--- src/soc_settings.svh ---
`ifndef SOC_SETTINGS_SVH
`define SOC_SETTINGS_SVH

// on-chip ram window, 4 KiB
`define RAM_BASE               32'h0000_2000
`define RAM_SIZE               32'h0000_1000

// keyboard character register
`define KEY_ADDR               32'h1000_0100

// clint style timer registers
`define MTIME_ADDR             32'h0200_bff8
`define MTIMECMP_ADDR          32'h0200_4000
// far in the future so no timer irq right after reset
`define MTIMECMP_RESET         32'h8000_0000

// plic map
`define PLIC_BASE              32'h0c00_0000
// priorities sit at base + 4 * id
`define PLIC_PENDING_OFF       32'h0000_1000
`define PLIC_ENABLE_OFF        32'h0000_2000
`define PLIC_ENABLE_CTX_STRIDE 32'h0000_0080
`define PLIC_THRESHOLD_OFF     32'h0020_0000
`define PLIC_CLAIM_OFF         32'h0020_0004
// threshold and claim step per context
`define PLIC_CTX_STRIDE        32'h0000_1000

// sources 0 to 5, id 0 means none
`define PLIC_SOURCES           32'd6
`define UART_IRQ_ID            32'd1

`endif

--- src/soc_pkg.sv ---
`default_nettype none

package soc_pkg;

    // native data width of the core
    typedef logic [63:0] bus_word_t;

    // load size and sign, bit 2 set for the unsigned loads
    // stores use the lb to ld codes as sb, sh, sw, sd
    typedef enum logic [2:0] {
        lb  = 3'b000,
        lh  = 3'b001,
        lw  = 3'b010,
        ld  = 3'b011,
        lbu = 3'b100,
        lhu = 3'b101,
        lwu = 3'b110
    } ls_type_e;

    // request from the core, enables are one-cycle pulses
    typedef struct packed {
        bus_word_t address;
        bus_word_t write_data;
        logic      read_enable;
        logic      write_enable;
        ls_type_e  ls_type;
    } bus_req_t;

    // one-hot target flags from the address decoder
    typedef struct packed {
        logic       ram;
        logic       key;
        logic       mtime;
        logic       mtimecmp;
        logic       plic_priority;
        logic       plic_pending;
        logic       plic_enable;
        logic       plic_threshold;
        logic       plic_claim;
        logic       unmapped;
        // plic context, 0 machine and 1 supervisor
        logic       ctx;
        // priority register number
        logic [2:0] plic_index;
    } target_sel_t;

    // strobes to the targets
    typedef struct packed {
        logic rd;
        logic wr;
        // upper half of a double word
        logic second;
    } access_t;

endpackage

`default_nettype wire

--- src/bus_sequencer.sv ---
`timescale 1ns/1ns
`default_nettype none

`include "soc_settings.svh"

module bus_sequencer (
    input  logic                 CLOCK_50,
    input  logic                 KEY0,
    input  soc_pkg::bus_req_t    req,
    input  soc_pkg::target_sel_t sel,
    input  soc_pkg::bus_word_t   ram_rdata,
    input  soc_pkg::bus_word_t   plic_rdata,
    input  soc_pkg::bus_word_t   mtime,
    input  logic [7:0]           key_ascii,
    output soc_pkg::access_t     access,
    output soc_pkg::bus_word_t   read_data,
    output logic                 read_done,
    output logic                 write_done,
    output soc_pkg::bus_word_t   mtimecmp
);
    import soc_pkg::*;

    logic      rd_q;
    logic      wr_q;
    // low or high word of a ram ld/sd
    logic      step;
    logic      two_step;
    logic      plic_hit;
    logic      from_ram;
    logic      from_plic;
    bus_word_t local_rdata;

    assign two_step = sel.ram && (req.ls_type == ld);
    assign plic_hit = sel.plic_priority || sel.plic_pending || sel.plic_enable ||
                      sel.plic_threshold || sel.plic_claim;

    // strobes live for one cycle after the enable
    assign access = '{rd: rd_q, wr: wr_q, second: step};

    always_ff @(posedge CLOCK_50 or negedge KEY0) begin
        if (!KEY0) begin
            rd_q       <= 1'b0;
            wr_q       <= 1'b0;
            step       <= 1'b0;
            read_done  <= 1'b1;
            write_done <= 1'b1;
            from_ram   <= 1'b0;
            from_plic  <= 1'b0;
            mtimecmp   <= 64'(`MTIMECMP_RESET);
        end else begin
            rd_q <= req.read_enable;
            wr_q <= req.write_enable;
            // done falls on the edge that sees the enable
            if (req.read_enable) begin
                read_done <= 1'b0;
            end
            if (req.write_enable) begin
                write_done <= 1'b0;
            end
            if (rd_q || wr_q) begin
                if (two_step && !step) begin
                    // one more strobe for the upper word
                    step <= 1'b1;
                    rd_q <= rd_q;
                    wr_q <= wr_q;
                end else begin
                    step       <= 1'b0;
                    read_done  <= 1'b1;
                    write_done <= 1'b1;
                end
            end
            // remember where the answer comes from
            if (rd_q) begin
                from_ram  <= sel.ram;
                from_plic <= plic_hit;
            end
            if (wr_q && sel.mtimecmp) begin
                mtimecmp <= req.write_data;
            end
        end
    end

    // local sources sampled at the strobe edge
    always_ff @(posedge CLOCK_50) begin
        if (rd_q) begin
            if (sel.mtime) begin
                local_rdata <= mtime;
            end else if (sel.mtimecmp) begin
                local_rdata <= mtimecmp;
            end else if (sel.key) begin
                local_rdata <= {56'd0, key_ascii};
            end else begin
                // unmapped reads give zero
                local_rdata <= '0;
            end
        end
    end

    // ram and plic hold their own read registers
    assign read_data = from_ram  ? ram_rdata  :
                       from_plic ? plic_rdata : local_rdata;

    // the core never reads and writes at once
    a_single_enable : assert property (@(posedge CLOCK_50) disable iff (!KEY0)
        !(req.read_enable && req.write_enable))
    else $error("bus_sequencer: read and write enable together");

    // a new request only after the last one completed
    a_idle_on_enable : assert property (@(posedge CLOCK_50) disable iff (!KEY0)
        (req.read_enable || req.write_enable) |-> (read_done && write_done))
    else $error("bus_sequencer: enable while busy");

endmodule

`default_nettype wire

--- config.mk ---
export PLATFORM = sky130hd
export DESIGN_NAME = bus_sequencer
export DESIGN_NICKNAME = d
export VERILOG_FILES = /design/src/soc_pkg.sv /design/src/bus_sequencer.sv
export VERILOG_INCLUDE_DIRS = /design/src
export SDC_FILE = /design/constraint.sdc
export NUM_CORES = 1
export LEC_CHECK = 0
export BUFFER_PORTS_ARGS = -buffer_cell sky130_fd_sc_hd__buf_2
export CAP_MARGIN = 10
export CORE_AREA = 2 2 186 188
export DETAILED_ROUTE_END_ITERATION = 8
export DIE_AREA = 0 0 188 190
export HOLD_SLACK_MARGIN = 0.06
export SLEW_MARGIN = 20
export SYNTH_ARGS = -nofsm -noshare
export SYNTH_HDL_FRONTEND = slang
export SYNTH_SLANG_ARGS = --single-unit
--- constraint.sdc ---
create_clock -name CLOCK_50 -period 3.1 [get_ports CLOCK_50]
set_clock_uncertainty 0.2 [all_clocks]
set_input_delay 0.155 -clock CLOCK_50 [delete_from_list [all_inputs] [get_ports CLOCK_50]]
set_output_delay 0.155 -clock CLOCK_50 [all_outputs]
set_load 0.01 [all_outputs]
---- After elaboration in Yosys (flattened, before gate mapping) ----
Index checks and enable logic that the tools add are counted.
W data, S select, Z words.
word-level totals
  bits in registers ....................... 135
  bits in latches ......................... 0
  RAM bits ................................ 0
  ROM bits ................................ 0
  bits of input ports ..................... 349
  logic and storage cells ................. 36
  memories kept ........................... 0
operators by class
  add/subtract/negate cells ............... 0
  $mul .................................... 0
  divide/modulo/power cells ............... 0
  $lt $le $gt $ge ......................... 0
  equality and inequality tests ........... 2
  shifts and indexed selects .............. 0
  mux-type cells .......................... 16
  bitwise operators ....................... 0
  reductions and logical operators ........ 9
operators with widths
  kind                  count
  $mux W64              4
  $mux W1               11
  $mux W8               1
  $logic_or A1 B1 Y1    5
  $eq A3 B2 Y1 const B  1
  $logic_and A1 B1 Y1   3
  $ne A2 B2 Y1 const B  1
  $logic_not A1 Y1      1

---- Longest topological paths before layout ----
  depth in word-level cells ............... 5
  mapped depth ............................ 5
  depth with buffers taken out ............ 3

---- Worst setup path after synthesis ----
OpenSTA, ideal clock, no wires.
  path type ............................... flip-flop to flip-flop
  start point ............................. reg rd_q
  end point ............................... reg step
  setup time .............................. 0.125 ns
  arrival time ............................ 2.271 ns
  required time ........................... 2.775 ns
  path slack .............................. 0.504 ns
  cell stages (with the launch flop) ...... 3
  buffers on the path ..................... 0
  clock period less this slack ............ 2.596 ns
  cells stage by stage .................... dfrtp_1 -> nor2_1 -> mux2_2
between the ends
  longest elaborated chain between the ends .. 1
ends and longest elaborated chain
  element                 line                 RTL
  start, declared         bus_sequencer.sv:23  logic rd_q;
  start signal, assigned  bus_sequencer.sv:51  rd_q <= req.read_enable;
  start signal, assigned  bus_sequencer.sv:64  rd_q <= rd_q;
  $logic_or A1 B1 Y1      bus_sequencer.sv:60  if (rd_q || wr_q) begin
  end signal, assigned    bus_sequencer.sv:44  step <= 1'b0;
  end signal, assigned    bus_sequencer.sv:63  step <= 1'b1;
  end signal, assigned    bus_sequencer.sv:67  step <= 1'b0;
  end, declared           bus_sequencer.sv:26  logic step;
No other way between the ends.
A chain may end at the register's enable or synchronous reset.

---- Worst setup path in the final report ----
  start point ............................. reg from_ram
  end point ............................... out read_data[22]
between the ends
  longest elaborated chain between the ends .. 1
ends and longest elaborated chain
  element                 line                  RTL
  start, declared         bus_sequencer.sv:29   logic from_ram;
  start signal, assigned  bus_sequencer.sv:74   from_ram <= sel.ram;
  $mux W64                bus_sequencer.sv:100  assign read_data = from_ram ? ram_rdata :
  end, declared           bus_sequencer.sv:16   output soc_pkg::bus_word_t read_data,
No other way between the ends.

==> impl_metrics.csv <==
group,metric,value,unit
run_status,status,"finished, final reports clean",
setup_path,cp-startpoint,"from_ram",
route,ant_nets,0,
clock_network,htreeDepth,4,
sta,slew_headroom,42.09,%
synthesis,syn_area,0.006711,mm^2
setup_path,crit_family,"flip-flops",
synthesis,synthCells,540,
route,drt_pre_antenna_iters,5,
setup_path,startpoint_type,"register",
sta,fin_tns_setup,0,ns
setup_path,critPathBufInv,2,
synthesis,synthArstFlopShare,52.59,%
cells_and_area,final_common_cell,"buf_2",
sta,hold_viol,0,
synthesis,ys_seq_area_share,55.16,%
cells_and_area,final_cell_mix,"buf_2 (411), dlygate4sd3_1 (150), nand2_1 (74)",
synthesis,synth-seq-cells,135,
setup_path,path_max_fanout,72,
route,wl_per_cell,16.03,um
cells_and_area,drive_gt1_share,47.99,%
setup_path,critPathMaxStageDelay,0.86,ns
global_route,grt_start_max_net_pins,74,
die,start_util,19.77,%
global_route,grt_overflow,0,
synthesis,ys.flop_type,"dfrtp_1",
pwr,power_density,500.5,mW/mm^2
route,drt_iter0_markers,314,
cells_and_area,nNetsFinal,1432,
die,fp.dieH,190,um
die,core.rowCount,68,
run,cap_violations,0,
pwr,vdd_drop_max,0.0003302,V
setup_path,slowest_stage,"dfrtp_4",
clock_network,clk_pin_slew_worst_paths,0.06,ns
setup_path,worst_setup_path_end_kind,"primary output",
die,ios,482,
clock_network,cts_tree,"built",
synthesis,ys_warn_count,0,
synthesis,synth_nets,889,
global_route,antenna_found_initial,1,
global_route,grt_pass1_wl,36520,um
cells_and_area,syn_to_final_growth,68.16,%
route,route.detailed.drc,0,
setup_path,reg2reg_from,"rd_q",
sta,fmax,0.4110,GHz
setup_path,crit_type,"register to primary output",
clock_network,cts_buffers,17,
place,portBuffers,412,
sta,slew_violations,0,
min_path,hold_class,"input pin to asynchronous set/reset pin",
sta,post-route-min-period,2.433,ns
die,dieArea,0.03572,mm^2
sta,rsz0062_at_grt,"false",
setup_path,required,2.74,ns
synthesis,synth_edf_count,64,
route,via_per_inst,4.213,
global_route,grt_pass1_vias,6605,
route,drt_wl_total,24870,um
cells_and_area,antenna_cells,0,
place,dp_hpwl,17440,um
clock_network,post_cts.repair.setup_buffers,0,
route,vias,6534,
global_route,grt_usage,13.36,%
synthesis,ys_types,29,
clock_network,cts.path.max_buffers,2,
clock_network,ctsRootBufferMaster,"clkbuf_16",
sta,tightest_slew,0.8686,ns
sta,setup-violations-final,0,
setup_path,crit_chain,"buf_12 -> nand2_1 -> o21ai_0 -> buf_2",
clock_network,clk_latency,0.42,ns
die,die_w,188,um
setup_path,cp.arrival,2.08,ns
sta,timing.final.crit_share,78.49,%
synthesis,synth.avg_cell_area,12.43,um^2
clock_network,numClockSinks,135,
die,coreArea,0.03395,mm^2
pwr,power,5648,uW
pwr,leakage,0.005557,uW
place,gp_congestion,0.7698,
-- kinds of logic (layout without fill, tap and decap cells) --
group                  count (synthesis)  in the layout  share of synthesized area, %
AO/OA/AOI/OAI                        141            141                         14.02
buffers and inverters                 48            604                         4.679
flip-flops                           135            135                         55.16
multiplexers                         130            130                         20.84
AND/OR/NAND/NOR                       86             86                         5.295
-- sequential cells by signal, indices dropped and copies added, names as in the netlist --
signal,cells
local_rdata,64
mtimecmp,64
from_plic,1
from_ram,1
rd_q,1
read_done,1
step,1
wr_q,1
write_done,1
-- where the power goes --
part           leakage (uW)  switching (uW)  internal, uW
Clock              0.000290             816          1280
Sequential          0.00147             194          2120
Combinational       0.00380             559           672
Total               0.00556            1570          4080
-- path summary, 6_finish.rpt --
path,cells past startpoint,slack (ns),end
max,4,0.67,read_data[22]
max reg2reg,3,0.97,read_done
max in group asynchronous,3,1.84,mtimecmp[31]
min,2,0.14,mtimecmp[15]
min reg2reg,1,0.32,mtimecmp[35]
min in group CLOCK_50,3,0.18,local_rdata[55]
-- per-stage QoR --
stage	worst slack, ns	area, um^2	instances	hold slack [ns]	utilization, %
final	0.6668	11290	1551	0.1383	33.24
after global routing	0.4871	11290	1551	0.1476	33.24
after CTS	0.7010	11290	1551	0.1002	33.24
after detailed placement	0.8767	9168	1369	0.02514	27.01
after global placement	0.8940	9168	1369	0.02289	27.01
after floorplan	0.5040	6711	540	-0.3406	-
-- final cells by class --
cell class | count | area, um^2
fill | 3445 | 22660
sequential | 135 | 3714
timing repair buffer | 570 | 3676
multi-input combinational | 357 | 2703
tap | 455 | 569.3
clock buffer | 23 | 530.5
clock inverter | 9 | 86.33
inverter | 2 | 7.507
-- metal layers --
| metal | vias to the layer above | wire, um | GRT usage [%] |
|---|---|---|---|
| li1 | 3086 | - | - |
| met1 | 3152 | 9994 | 15.32 |
| met2 | 247 | 13110 | 23.99 |
| met3 | 47 | 1155 | 3.505 |
| met4 | 2 | 590 | 4.664 |
| met5 | - | 13 | 0 |
-- what timing repair did --
item,in CTS,in global routing
resized for setup,0,0
hold buffers,150,0
endpoints found under the hold margin,205,0
endpoints found under the setup margin,0,0
-- synth_stat cells (3+ instances only) --
cell	number	area share [%]
a22o_1	57	7.4
a22oi_1	7	0.78
buf_2	7	0.52
buf_4	10	1.1
buf_6	9	1.5
clkbuf_1	17	0.95
dfrtp_1	68	25
dfstp_2	3	1.2
edfxtp_1	64	29
mux2_2	61	10
mux2_4	4	0.89
mux2i_1	64	9.5
nand2_1	74	4.1
nor2_1	3	0.17
o21ai_0	73	5.4
No activity file was read; power rests on OpenSTA's default activity.
