==> src/soc_settings.svh <==
`ifndef SOC_SETTINGS_SVH
`define SOC_SETTINGS_SVH

// on-chip ram window, 4 KiB
`define RAM_BASE               32'h0000_2000
`define RAM_SIZE               32'h0000_1000

// keyboard character register
`define KEY_ADDR               32'h1000_0100

// clint style timer registers
`define MTIME_ADDR             32'h0200_bff8
`define MTIMECMP_ADDR          32'h0200_4000
// far in the future so no timer irq right after reset
`define MTIMECMP_RESET         32'h8000_0000

// plic map
`define PLIC_BASE              32'h0c00_0000
// priorities sit at base + 4 * id
`define PLIC_PENDING_OFF       32'h0000_1000
`define PLIC_ENABLE_OFF        32'h0000_2000
`define PLIC_ENABLE_CTX_STRIDE 32'h0000_0080
`define PLIC_THRESHOLD_OFF     32'h0020_0000
`define PLIC_CLAIM_OFF         32'h0020_0004
// threshold and claim step per context
`define PLIC_CTX_STRIDE        32'h0000_1000

// sources 0 to 5, id 0 means none
`define PLIC_SOURCES           32'd6
`define UART_IRQ_ID            32'd1

`endif

==> src/soc_pkg.sv <==
`default_nettype none

package soc_pkg;

    // native data width of the core
    typedef logic [63:0] bus_word_t;

    // load size and sign, bit 2 set for the unsigned loads
    // stores use the lb to ld codes as sb, sh, sw, sd
    typedef enum logic [2:0] {
        lb  = 3'b000,
        lh  = 3'b001,
        lw  = 3'b010,
        ld  = 3'b011,
        lbu = 3'b100,
        lhu = 3'b101,
        lwu = 3'b110
    } ls_type_e;

    // request from the core, enables are one-cycle pulses
    typedef struct packed {
        bus_word_t address;
        bus_word_t write_data;
        logic      read_enable;
        logic      write_enable;
        ls_type_e  ls_type;
    } bus_req_t;

    // one-hot target flags from the address decoder
    typedef struct packed {
        logic       ram;
        logic       key;
        logic       mtime;
        logic       mtimecmp;
        logic       plic_priority;
        logic       plic_pending;
        logic       plic_enable;
        logic       plic_threshold;
        logic       plic_claim;
        logic       unmapped;
        // plic context, 0 machine and 1 supervisor
        logic       ctx;
        // priority register number
        logic [2:0] plic_index;
    } target_sel_t;

    // strobes to the targets
    typedef struct packed {
        logic rd;
        logic wr;
        // upper half of a double word
        logic second;
    } access_t;

endpackage

`default_nettype wire

==> src/plic.sv <==
`timescale 1ns/1ns
`default_nettype none

`include "soc_settings.svh"

module plic (
    input  logic                 CLOCK_50,
    input  logic                 KEY0,
    input  soc_pkg::bus_req_t    req,
    input  soc_pkg::target_sel_t sel,
    input  soc_pkg::access_t     access,
    input  logic                 uart_irq,
    output soc_pkg::bus_word_t   rdata,
    output logic                 meip_interrupt,
    output logic                 msip_interrupt
);
    import soc_pkg::*;

    localparam int SRC    = `PLIC_SOURCES;
    localparam int IRQ_ID = `UART_IRQ_ID;

    logic [2:0]  prio [SRC];
    logic [31:0] pending;
    logic [31:0] enable [2];
    logic [2:0]  threshold [2];
    // id a context would get on a claim read
    logic [2:0]  claim_id [2];
    logic        irq_q;
    logic        irq_rise;

    assign irq_rise = uart_irq && !irq_q;

    // only source 1 is wired
    // priority and threshold take no part
    always_comb begin
        for (int c = 0; c < 2; c++) begin
            claim_id[c] = (pending[IRQ_ID] && enable[c][IRQ_ID]) ? 3'(IRQ_ID) : 3'd0;
        end
    end

    // context 0 to meip and context 1 to msip
    assign meip_interrupt = claim_id[0] != 3'd0;
    assign msip_interrupt = claim_id[1] != 3'd0;

    always_ff @(posedge CLOCK_50 or negedge KEY0) begin
        if (!KEY0) begin
            for (int i = 0; i < SRC; i++) begin
                prio[i] <= 3'd0;
            end
            pending      <= '0;
            enable[0]    <= '0;
            enable[1]    <= '0;
            threshold[0] <= 3'd0;
            threshold[1] <= 3'd0;
            irq_q        <= 1'b0;
        end else begin
            irq_q <= uart_irq;
            if (access.wr) begin
                if (sel.plic_priority) begin
                    prio[sel.plic_index] <= req.write_data[2:0];
                end
                if (sel.plic_enable) begin
                    enable[sel.ctx] <= req.write_data[31:0];
                end
                if (sel.plic_threshold) begin
                    threshold[sel.ctx] <= req.write_data[2:0];
                end
                // complete names the id to retire
                if (sel.plic_claim) begin
                    pending[req.write_data[4:0]] <= 1'b0;
                end
            end
            // claim read retires the id it returns
            if (access.rd && sel.plic_claim && (claim_id[sel.ctx] != 3'd0)) begin
                pending[5'(claim_id[sel.ctx])] <= 1'b0;
            end
            // a fresh edge wins over a clear in the same cycle
            if (irq_rise) begin
                pending[IRQ_ID] <= 1'b1;
            end
        end
    end

    always_ff @(posedge CLOCK_50) begin
        if (access.rd) begin
            if (sel.plic_priority) begin
                rdata <= {61'd0, prio[sel.plic_index]};
            end else if (sel.plic_pending) begin
                rdata <= {32'd0, pending};
            end else if (sel.plic_enable) begin
                rdata <= {32'd0, enable[sel.ctx]};
            end else if (sel.plic_threshold) begin
                rdata <= {61'd0, threshold[sel.ctx]};
            end else if (sel.plic_claim) begin
                rdata <= {61'd0, claim_id[sel.ctx]};
            end
        end
    end

    // claimed id always names a real source
    a_claim_range : assert property (@(posedge CLOCK_50) disable iff (!KEY0)
        (access.rd && sel.plic_claim) |=> (rdata < 64'(SRC)))
    else $error("plic: claimed id out of range");

endmodule

`default_nettype wire

==> config.mk <==
export PLATFORM = sky130hd
export DESIGN_NAME = plic
export DESIGN_NICKNAME = d
export VERILOG_FILES = /design/src/soc_pkg.sv /design/src/plic.sv
export VERILOG_INCLUDE_DIRS = /design/src
export SDC_FILE = /design/constraint.sdc
export NUM_CORES = 1
export LEC_CHECK = 0
export BUFFER_PORTS_ARGS = -buffer_cell sky130_fd_sc_hd__buf_2
export CELL_PAD_IN_SITES_DETAIL_PLACEMENT = 1
export CELL_PAD_IN_SITES_GLOBAL_PLACEMENT = 2
export CORE_UTILIZATION = 36
export CTS_CLUSTER_DIAMETER = 30
export DETAILED_ROUTE_END_ITERATION = 8
export PLACE_DENSITY = 0.91
export SYNTH_ARGS = -nofsm -noshare
export SYNTH_HDL_FRONTEND = slang
export SYNTH_SLANG_ARGS = --single-unit
==> constraint.sdc <==
create_clock -name CLOCK_50 -period 3.7 [get_ports CLOCK_50]
set_input_delay 0.74 -clock CLOCK_50 [delete_from_list [all_inputs] [get_ports CLOCK_50]]
set_output_delay 0.74 -clock CLOCK_50 [all_outputs]
set_load 0.01 [all_outputs]
Word level (Yosys, flattened, before mapping)
Index checks and enable logic that the tools add are counted.
{"block": "word_totals", "register_bits": 153, "wordCells": 82, "input_bits": 153, "output_inout_bits": 66}
{"block": "op_classes", "n_mux": 36, "order_cmp": 8, "bitwise": 6, "reduce_logical": 18}
{"operator": "$mux 32", "n": 11}
{"operator": "$and 32x32->32", "n": 2}
{"operator": "$bwmux 64", "n": 1}
{"operator": "$demux 32 s1", "n": 1}
{"operator": "$not 32->32", "n": 1}
{"operator": "$not 8->32", "n": 1}
{"operator": "$mux 3", "n": 10}
{"operator": "$bwmux 18", "n": 1}
{"operator": "$bmux 3 s3", "n": 1}
{"operator": "$demux 3 s3", "n": 1}
{"operator": "$logic_and 1x1->1", "n": 9}
{"operator": "$reduce_bool 3->1", "n": 3}
{"operator": "$reduce_and 2->1", "n": 4}
{"operator": "$bwmux 6", "n": 1}
{"operator": "$lt 3x6->1 const B", "n": 1}
{"operator": "$lt 5x6->1 const B", "n": 1}
{"operator": "$mux 1", "n": 6}
{"operator": "$demux 1 s5", "n": 1}
{"operator": "$ge 5x1->1 const B", "n": 1}
{"operator": "$reduce_bool 5->1", "n": 1}
{"operator": "$ge 4x4->1 const B", "n": 1}
{"operator": "$lt 4x1->1 const B", "n": 1}
{"operator": "$not 3->4", "n": 1}
{"operator": "$demux 1 s3", "n": 1}
{"operator": "6 further kinds", "n": 6}

Longest topological paths before layout
Gate-level depths: netlist (run 1).
{"block": "logic_depth", "depth_word": 13, "ltp_mapped": 6, "depth_no_buf": 4}

Worst setup path after synthesis (run 1)
No wires, ideal clock.
{"block": "synth_timing", "path_type": "input to register", "start": "in sel[8] (netlist name)", "end": "reg rdata[0], enable pin", "arrival_time_ns": 2.186, "slack_ns": 1.124, "stages": 5, "setup_time_ns": 0.391, "n_path_buf": 2, "path_cell_list": "clkbuf_1 > clkbuf_1 > nor2_1 > nand2_1 > o21a_1"}
{"block": "synth_between", "elab_chain_len": 2}
{"element": "start: declaration", "line": "plic.sv:10", "source": "input soc_pkg::target_sel_t sel,"}
{"element": "$reduce_bool 5->1 (no line)"}
{"element": "$reduce_and 2->1 (no line)"}
{"element": "end signal: assignment", "line": "plic.sv:87", "source": "rdata <= {61'd0, prio[sel.plic_index]};"}
{"element": "end signal: assignment", "line": "plic.sv:89", "source": "rdata <= {32'd0, pending};"}
{"element": "end signal: assignment", "line": "plic.sv:91", "source": "rdata <= {32'd0, enable[sel.ctx]};"}
{"element": "end: declaration", "line": "plic.sv:13", "source": "output soc_pkg::bus_word_t rdata,"}
No other way between the ends.
A chain may end at the register's enable or synchronous reset.

Worst setup path in the final report (run 1)
{"block": "layout_timing", "start": "in sel[3] (netlist name)", "end": "reg rdata[2] (data pin)"}
{"block": "layout_between", "elab_chain_len": 8, "word_cells_on_any_way": 11}
{"element": "$not 1->2 (not written as such) (*)", "line": "plic.sv:91, plic.sv:93"}
{"element": "$mux 3 (not written as such) (3 in series)", "line": "plic.sv:93", "source": "rdata <= {61'd0, threshold[sel.ctx]};"}
{"element": "$mux 32", "line": "plic.sv:92", "source": "end else if (sel.plic_threshold) begin"}
{"element": "$mux 32 (*)", "line": "plic.sv:90", "source": "end else if (sel.plic_enable) begin"}
{"element": "$mux 32 (*)", "line": "plic.sv:88", "source": "end else if (sel.plic_pending) begin"}
{"element": "$mux 3 (*)", "line": "plic.sv:86", "source": "if (sel.plic_priority) begin"}
Mark *: on every way between the ends. The rest lies on a longest branch, timed or not. The select of a mux whose other input is x is not followed.

==> results of run 1 <==
-- worst max-delay path, stage by stage --
cell,delay [ps]
buf_2,290
buf_4,420
mux2_4,340
a221o_1,360
a21oi_1,190
a21oi_1,70
-- cells in the mapped netlist (6+ instances only) --
| cell | n | area (um2) |
|---|---|---|
| dfrtp_1 | 121 | 3030 |
| mux2_2 | 109 | 1230 |
| nor2_1 | 38 | 143 |
| buf_4 | 37 | 278 |
| edfxtp_1 | 32 | 961 |
| a22oi_1 | 30 | 225 |
| o21a_1 | 17 | 128 |
| a21boi_0 | 15 | 113 |
| clkbuf_1 | 14 | 52.6 |
| nand2_1 | 11 | 41.3 |
| buf_2 | 9 | 45.0 |
| a21oi_1 | 7 | 35.0 |
| nor3_1 | 6 | 30.0 |
| o21ai_0 | 6 | 30.0 |
-- registers in the layout (all words and copies together) (netlist names) --
signal,count
enable,64
pending,32
rdata,32
prio,18
threshold,6
irq_q,1
-- stage by stage --
stage	cells	power, mW	hold slack, ps	setup WS (ps)	util
2_1_floorplan	541	2.46	443	1120	-
4_1_cts	828	4.41	448	1400	0.424
5_1_grt	829	4.56	460	1350	0.424
3_5_place_dp	796	2.64	477	939	0.391
3_3_place_gp	796	2.59	459	955	0.391
6_report	829	4.37	411	1410	0.424
-- worst min-delay path by stage --
stage / startpoint / to / slack, ps
2_1_floorplan: KEY0 / enable[0] / 440
3_3_place_gp: threshold[1] / threshold[1] / 460
3_5_place_dp: pending[27] / pending[27] / 480
4_1_cts: KEY0 / enable[8] / 450
5_1_grt: uart_irq / irq_q / 460
6_report: KEY0 / enable[9] / 410
-- where the power goes --
part / internal [mW] / switching [mW]
registers: 1.94 / 0.107
logic: 0.288 / 0.273
clock network: 1.08 / 0.677
-- per-layer routing --
metal | share of wire | routed length, um
met1 | 0.41 | 6490
met2 | 0.52 | 8360
met3 | 0.051 | 816
met4 | 0.016 | 260
met5 | 0.0014 | 22
-- layout make-up --
| type | count | area (um2) |
|---|---|---|
| Inverter | 3 | 11.3 |
| Sequential cell | 153 | 3990 |
| Tap cell | 234 | 293 |
| Timing Repair Buffer | 84 | 448 |
| Antenna cell | 1 | 2.50 |
| Clock buffer | 22 | 495 |
| Clock inverter | 10 | 111 |
| Multi-Input combinational cell | 322 | 2550 |
| Fill cell | 1958 | 10700 |
-- cell families after synthesis --
kind of cell,after synthesis,share of synthesized area
other,1,0.000548
buffers and inverters,66,0.0606
AOI/OAI and AO/OA,82,0.0867
and+or+nand+nor,86,0.0644
DFF,153,0.583
muxes,122,0.204
==> results.yml, run 1 <==
routing:
  route.antenna.remaining_nets: 0
  via_per_inst: 5.16
  drc: 0
  wl_per_cell_um: 19.2
  drt_wl_total_um: 15900
  dr.pass1.iters: 4
  num_vias: 4274
  first_iter_violations: 193
setup_path:
  critical_path.max_fanout: 25
  reg2reg_slack_ps: 2090
  ff2ff_path_depth: 4
  regToRegStartpoint: "enable[1]"
  critical_path.startpoint_type: "input pin"
  crit_end: "rdata[2]"
  arrival_ps: 2430
  critical_path_class: "in -> reg"
  cp-end-kind: "flop"
  rr_endpoint: "rdata[1]"
  worst_ep_required_time_ps: 3840
  crit_start: "sel[3]"
clocking:
  cts-resized-gates: 0
  clkLatencyLatePin_ps: 430
  cts_root_buffer: "clkbuf_16"
  clkSinkCount: 153
  htree_levels: 4
  cts_tree: "done"
  clockBufferDepth: 2
  holdBufCountCts: 0
  cts_made_buffers: 17
  clkTransAtPathRegs_ps: 60
  cts_setup_buffers: 0
synthesis:
  ys_ff_latch: 153
  yosys_warnings: 0
  syn_inst: 510
  synth_edf_count: 32
  async_flop_share: 0.791
  ys.flop_type: "dfrtp_1"
  syn_avg_cell_area_um2: 13.4
  seq_area_frac_synth: 0.583
  synthesis.area_mm2: 0.00684
  yosysUniqueCellTypes: 42
layout:
  final_cell_mix: "121 x dfrtp_1, 109 x mux2_2, 78 x buf_2"
  finalNetCount: 734
  syn_to_final_growth_pct: 15.6
  final_layout_size_suffix_gt1_frac: 0.391
  final_cell_area_mm2: 0.00790
  final_common_cell: "dfrtp_1"
sta:
  rsz0062_at_grt: "false"
  setup_tns_ps: 0
  final_max_slew_viol_count: 0
  finalSetupViolCount: 0
  min_period_ps: 2290
  max_freq_ghz: 0.436
  hold_viol: 0
  period_share: 0.619
  skew_ps: 6.47
  tightest_slew_ps: 914
  relSlewSlack: 0.388
global_routing:
  grt_pass1_vias: 4814
  antenna_found_initial: 3
  grt_use_met3: 0.0561
  busiest_layer: "met2"
  grtUsageMet1: 0.199
  grt_overflow: 0
  grt_use_total: 0.176
  use_met2: 0.309
  grt_max_degree: 64
  grt_pass1_wl_um: 26400
placed_design:
  gp_congestion: 0.781
  postPlaceCellArea_mm2: 0.00729
  portBuffers: 79
  dpl.hpwl_um: 10600
pwr:
  power.leakage_nw: 3.47
  powerDensity_mw_per_mm2: 553
  peakVddDrop_uv: 285
floorplan:
  core_mm2: 0.0186
  core.rowCount: 50
  initial_utilization: 0.367
  dieWidth_um: 140
  die_area_mm2: 0.0195
  dieHeight_um: 140
  io_pins: 219
outcome:
  status: "finished clean"
flow_run:
  cap_violations: 0
hold_path:
  hp-class: "in -> async"
(Power assumes the default switching activity.)
==> run 2, diff against run 1 <==
--- a/config.mk
+++ b/config.mk
@@ -9,10 +9,10 @@
 export BUFFER_PORTS_ARGS = -buffer_cell sky130_fd_sc_hd__buf_2
 export CELL_PAD_IN_SITES_DETAIL_PLACEMENT = 1
 export CELL_PAD_IN_SITES_GLOBAL_PLACEMENT = 2
-export CORE_UTILIZATION = 36
+export CORE_UTILIZATION = 30
 export CTS_CLUSTER_DIAMETER = 30
 export DETAILED_ROUTE_END_ITERATION = 8
-export PLACE_DENSITY = 0.91
+export PLACE_DENSITY = 0.81
 export SYNTH_ARGS = -nofsm -noshare
 export SYNTH_HDL_FRONTEND = slang
 export SYNTH_SLANG_ARGS = --single-unit
==> constraint.sdc (replaced) <==
create_clock -name CLOCK_50 -period 2 [get_ports CLOCK_50]
set_input_delay 0.4 -clock CLOCK_50 [delete_from_list [all_inputs] [get_ports CLOCK_50]]
set_output_delay 0.4 -clock CLOCK_50 [all_outputs]
set_load 0.01 [all_outputs]
==> run 2 against run 1 <==
Sequential power increased by 85%. First-iteration DRC count decreased by 5.7%. Via count grew 0.82%. Non-clock buffer count increased by 11. Combinational power grew 91%.
==> results.yml, run 2 (same netlist as run 1, synthesis figures left out) <==
clocking:
  clockBufferDepth: 2
  cts-resized-gates: 0
  cts_tree: "done"
  htree_levels: 4
  cts_made_buffers: 17
  clkSinkCount: 153
  clkTransAtPathRegs_ps: 70
  cts_root_buffer: "clkbuf_16"
  clkLatencyLatePin_ps: 430
pwr:
  power.leakage_nw: 3.53
  peakVddDrop_uv: 646
  powerDensity_mw_per_mm2: 998
setup_path:
  critical_path.startpoint_type: "flop"
  rr_endpoint: "rdata[1]"
  arrival_ps: 1740
  critical_path.max_fanout: 3
  cp-end-kind: "flop"
  reg2reg_slack_ps: 440
  worst_ep_required_time_ps: 2180
  regToRegStartpoint: "enable[33]"
  ff2ff_path_depth: 4
  critical_path_class: "reg -> reg"
floorplan:
  die_area_mm2: 0.0234
  dieHeight_um: 153
  core.rowCount: 54
  dieWidth_um: 153
  io_pins: 219
  initial_utilization: 0.309
  core_mm2: 0.0221
routing:
  num_vias: 4309
  via_per_inst: 4.86
  route.antenna.remaining_nets: 0
  drc: 0
  wl_per_cell_um: 18.9
  dr.pass1.iters: 5
  first_iter_violations: 182
  drt_wl_total_um: 16700
sta:
  finalSetupViolCount: 0
  relSlewSlack: 0.596
  tightest_slew_ps: 606
  hold_viol: 0
  max_freq_ghz: 0.641
  final_max_slew_viol_count: 0
  fin_hold_ws_ps: 128
  skew_ps: 11.6
  rsz0062_at_grt: "false"
  setup_tns_ps: 0
  period_share: 0.780
  min_period_ps: 1560
global_routing:
  grtUsageMet1: 0.182
  grt_use_total: 0.152
  grt_use_met3: 0.0479
  grt_pass1_vias: 4884
  antenna_found_initial: 2
  busiest_layer: "met2"
  grt_max_degree: 42
  grt_pass1_wl_um: 27300
  use_met2: 0.260
  grt_overflow: 0
layout:
  finalNetCount: 745
  final_cell_area_mm2: 0.00808
  final_layout_size_suffix_gt1_frac: 0.400
  syn_to_final_growth_pct: 18.2
  final_common_cell: "dfrtp_1"
  largest_reg_flops: 64
  final_cell_mix: "121 x dfrtp_1, 109 x mux2_2, 78 x buf_2"
  fillCellCount: 2340
  finalNonFillerCells: 886
  reg_top3: "enable x64, pending x32, rdata x32"
  largest_register: "enable"
hold_path:
  worstHoldPathCells: 1
  hp-start: "uart_irq"
  hp-class: "in -> reg"
  holdPathEnd: "irq_q"
placed_design:
  postPlaceCellArea_mm2: 0.00748
  dpl.hpwl_um: 11500
  portBuffers: 79
  post-place-cells: 852
  gp_congestion: 0.792
outcome:
  status: "finished clean"
flow_run:
  cap_violations: 0
## run 2: cell types whose count changed in the layout (fill, tap and decap cells not counted), sizes merged
cell | before | now
clkinv | 5 | 4
dlygate4sd3 | 0 | 1
clkbuf | 22 | 20
buf | 84 | 94
inv | 5 | 8
## run 2: how the worst max path moves through the flow
stage	start	end	slack [ps]	cells after the start
6_report	enable[33]	rdata[1]	440	4
3_5_place_dp	sel[3]	rdata[1]	60	5
2_1_floorplan	sel[8]	rdata[0]	80	5
4_1_cts	pending[1]	meip_interrupt	420	2
5_1_grt	pending[1]	meip_interrupt	350	2
3_3_place_gp	sel[3]	rdata[1]	40	5
## run 2: metal layers
| metal | part of all wire | vias to the layer above |
|---|---|---|
| li1 | - | 1940 |
| met1 | 0.42 | 2232 |
| met2 | 0.51 | 113 |
| met3 | 0.054 | 22 |
| met4 | 0.014 | 2 |
| met5 | 0.00048 | - |
## run 2: layout make-up
cell class,instances,area [um2],area share
Sequential cell,153,3990,0.494
Multi-Input combinational cell,322,2550,0.316
Timing Repair Buffer,95,583,0.0722
Clock inverter,12,141,0.0175
Clock buffer,20,447,0.0553
Antenna cell,1,2.50,0.000310
Inverter,3,11.3,0.00139
Tap cell,280,350,0.0434
## run 2: critical path, stage by stage, from the launching register on
cell	delay [ps]
dfrtp_1	400
mux2_2	300
a221o_1	350
a21oi_1	190
a21oi_1	60
## run 2: per-stage QoR
step	power (mW)	util	worst slack [ps]
global placement	4.82	0.338	41.8
global route	8.42	0.366	350
detailed placement	4.92	0.338	57.2
floorplan	4.56	-	78.8
finish	8.06	0.366	441
CTS	8.15	0.366	415
## run 2: power breakdown
group | internal [mW] | total [mW] | switching (mW)
sequential | 3.59 | 3.79 | 0.195
clock | 1.89 | 3.20 | 1.31
combinational | 0.554 | 1.07 | 0.519
## run 2: timing repair
item,CTS,global route
hold buffers,1,0
setup buffers,0,0
endpoints found under the hold margin,15,0
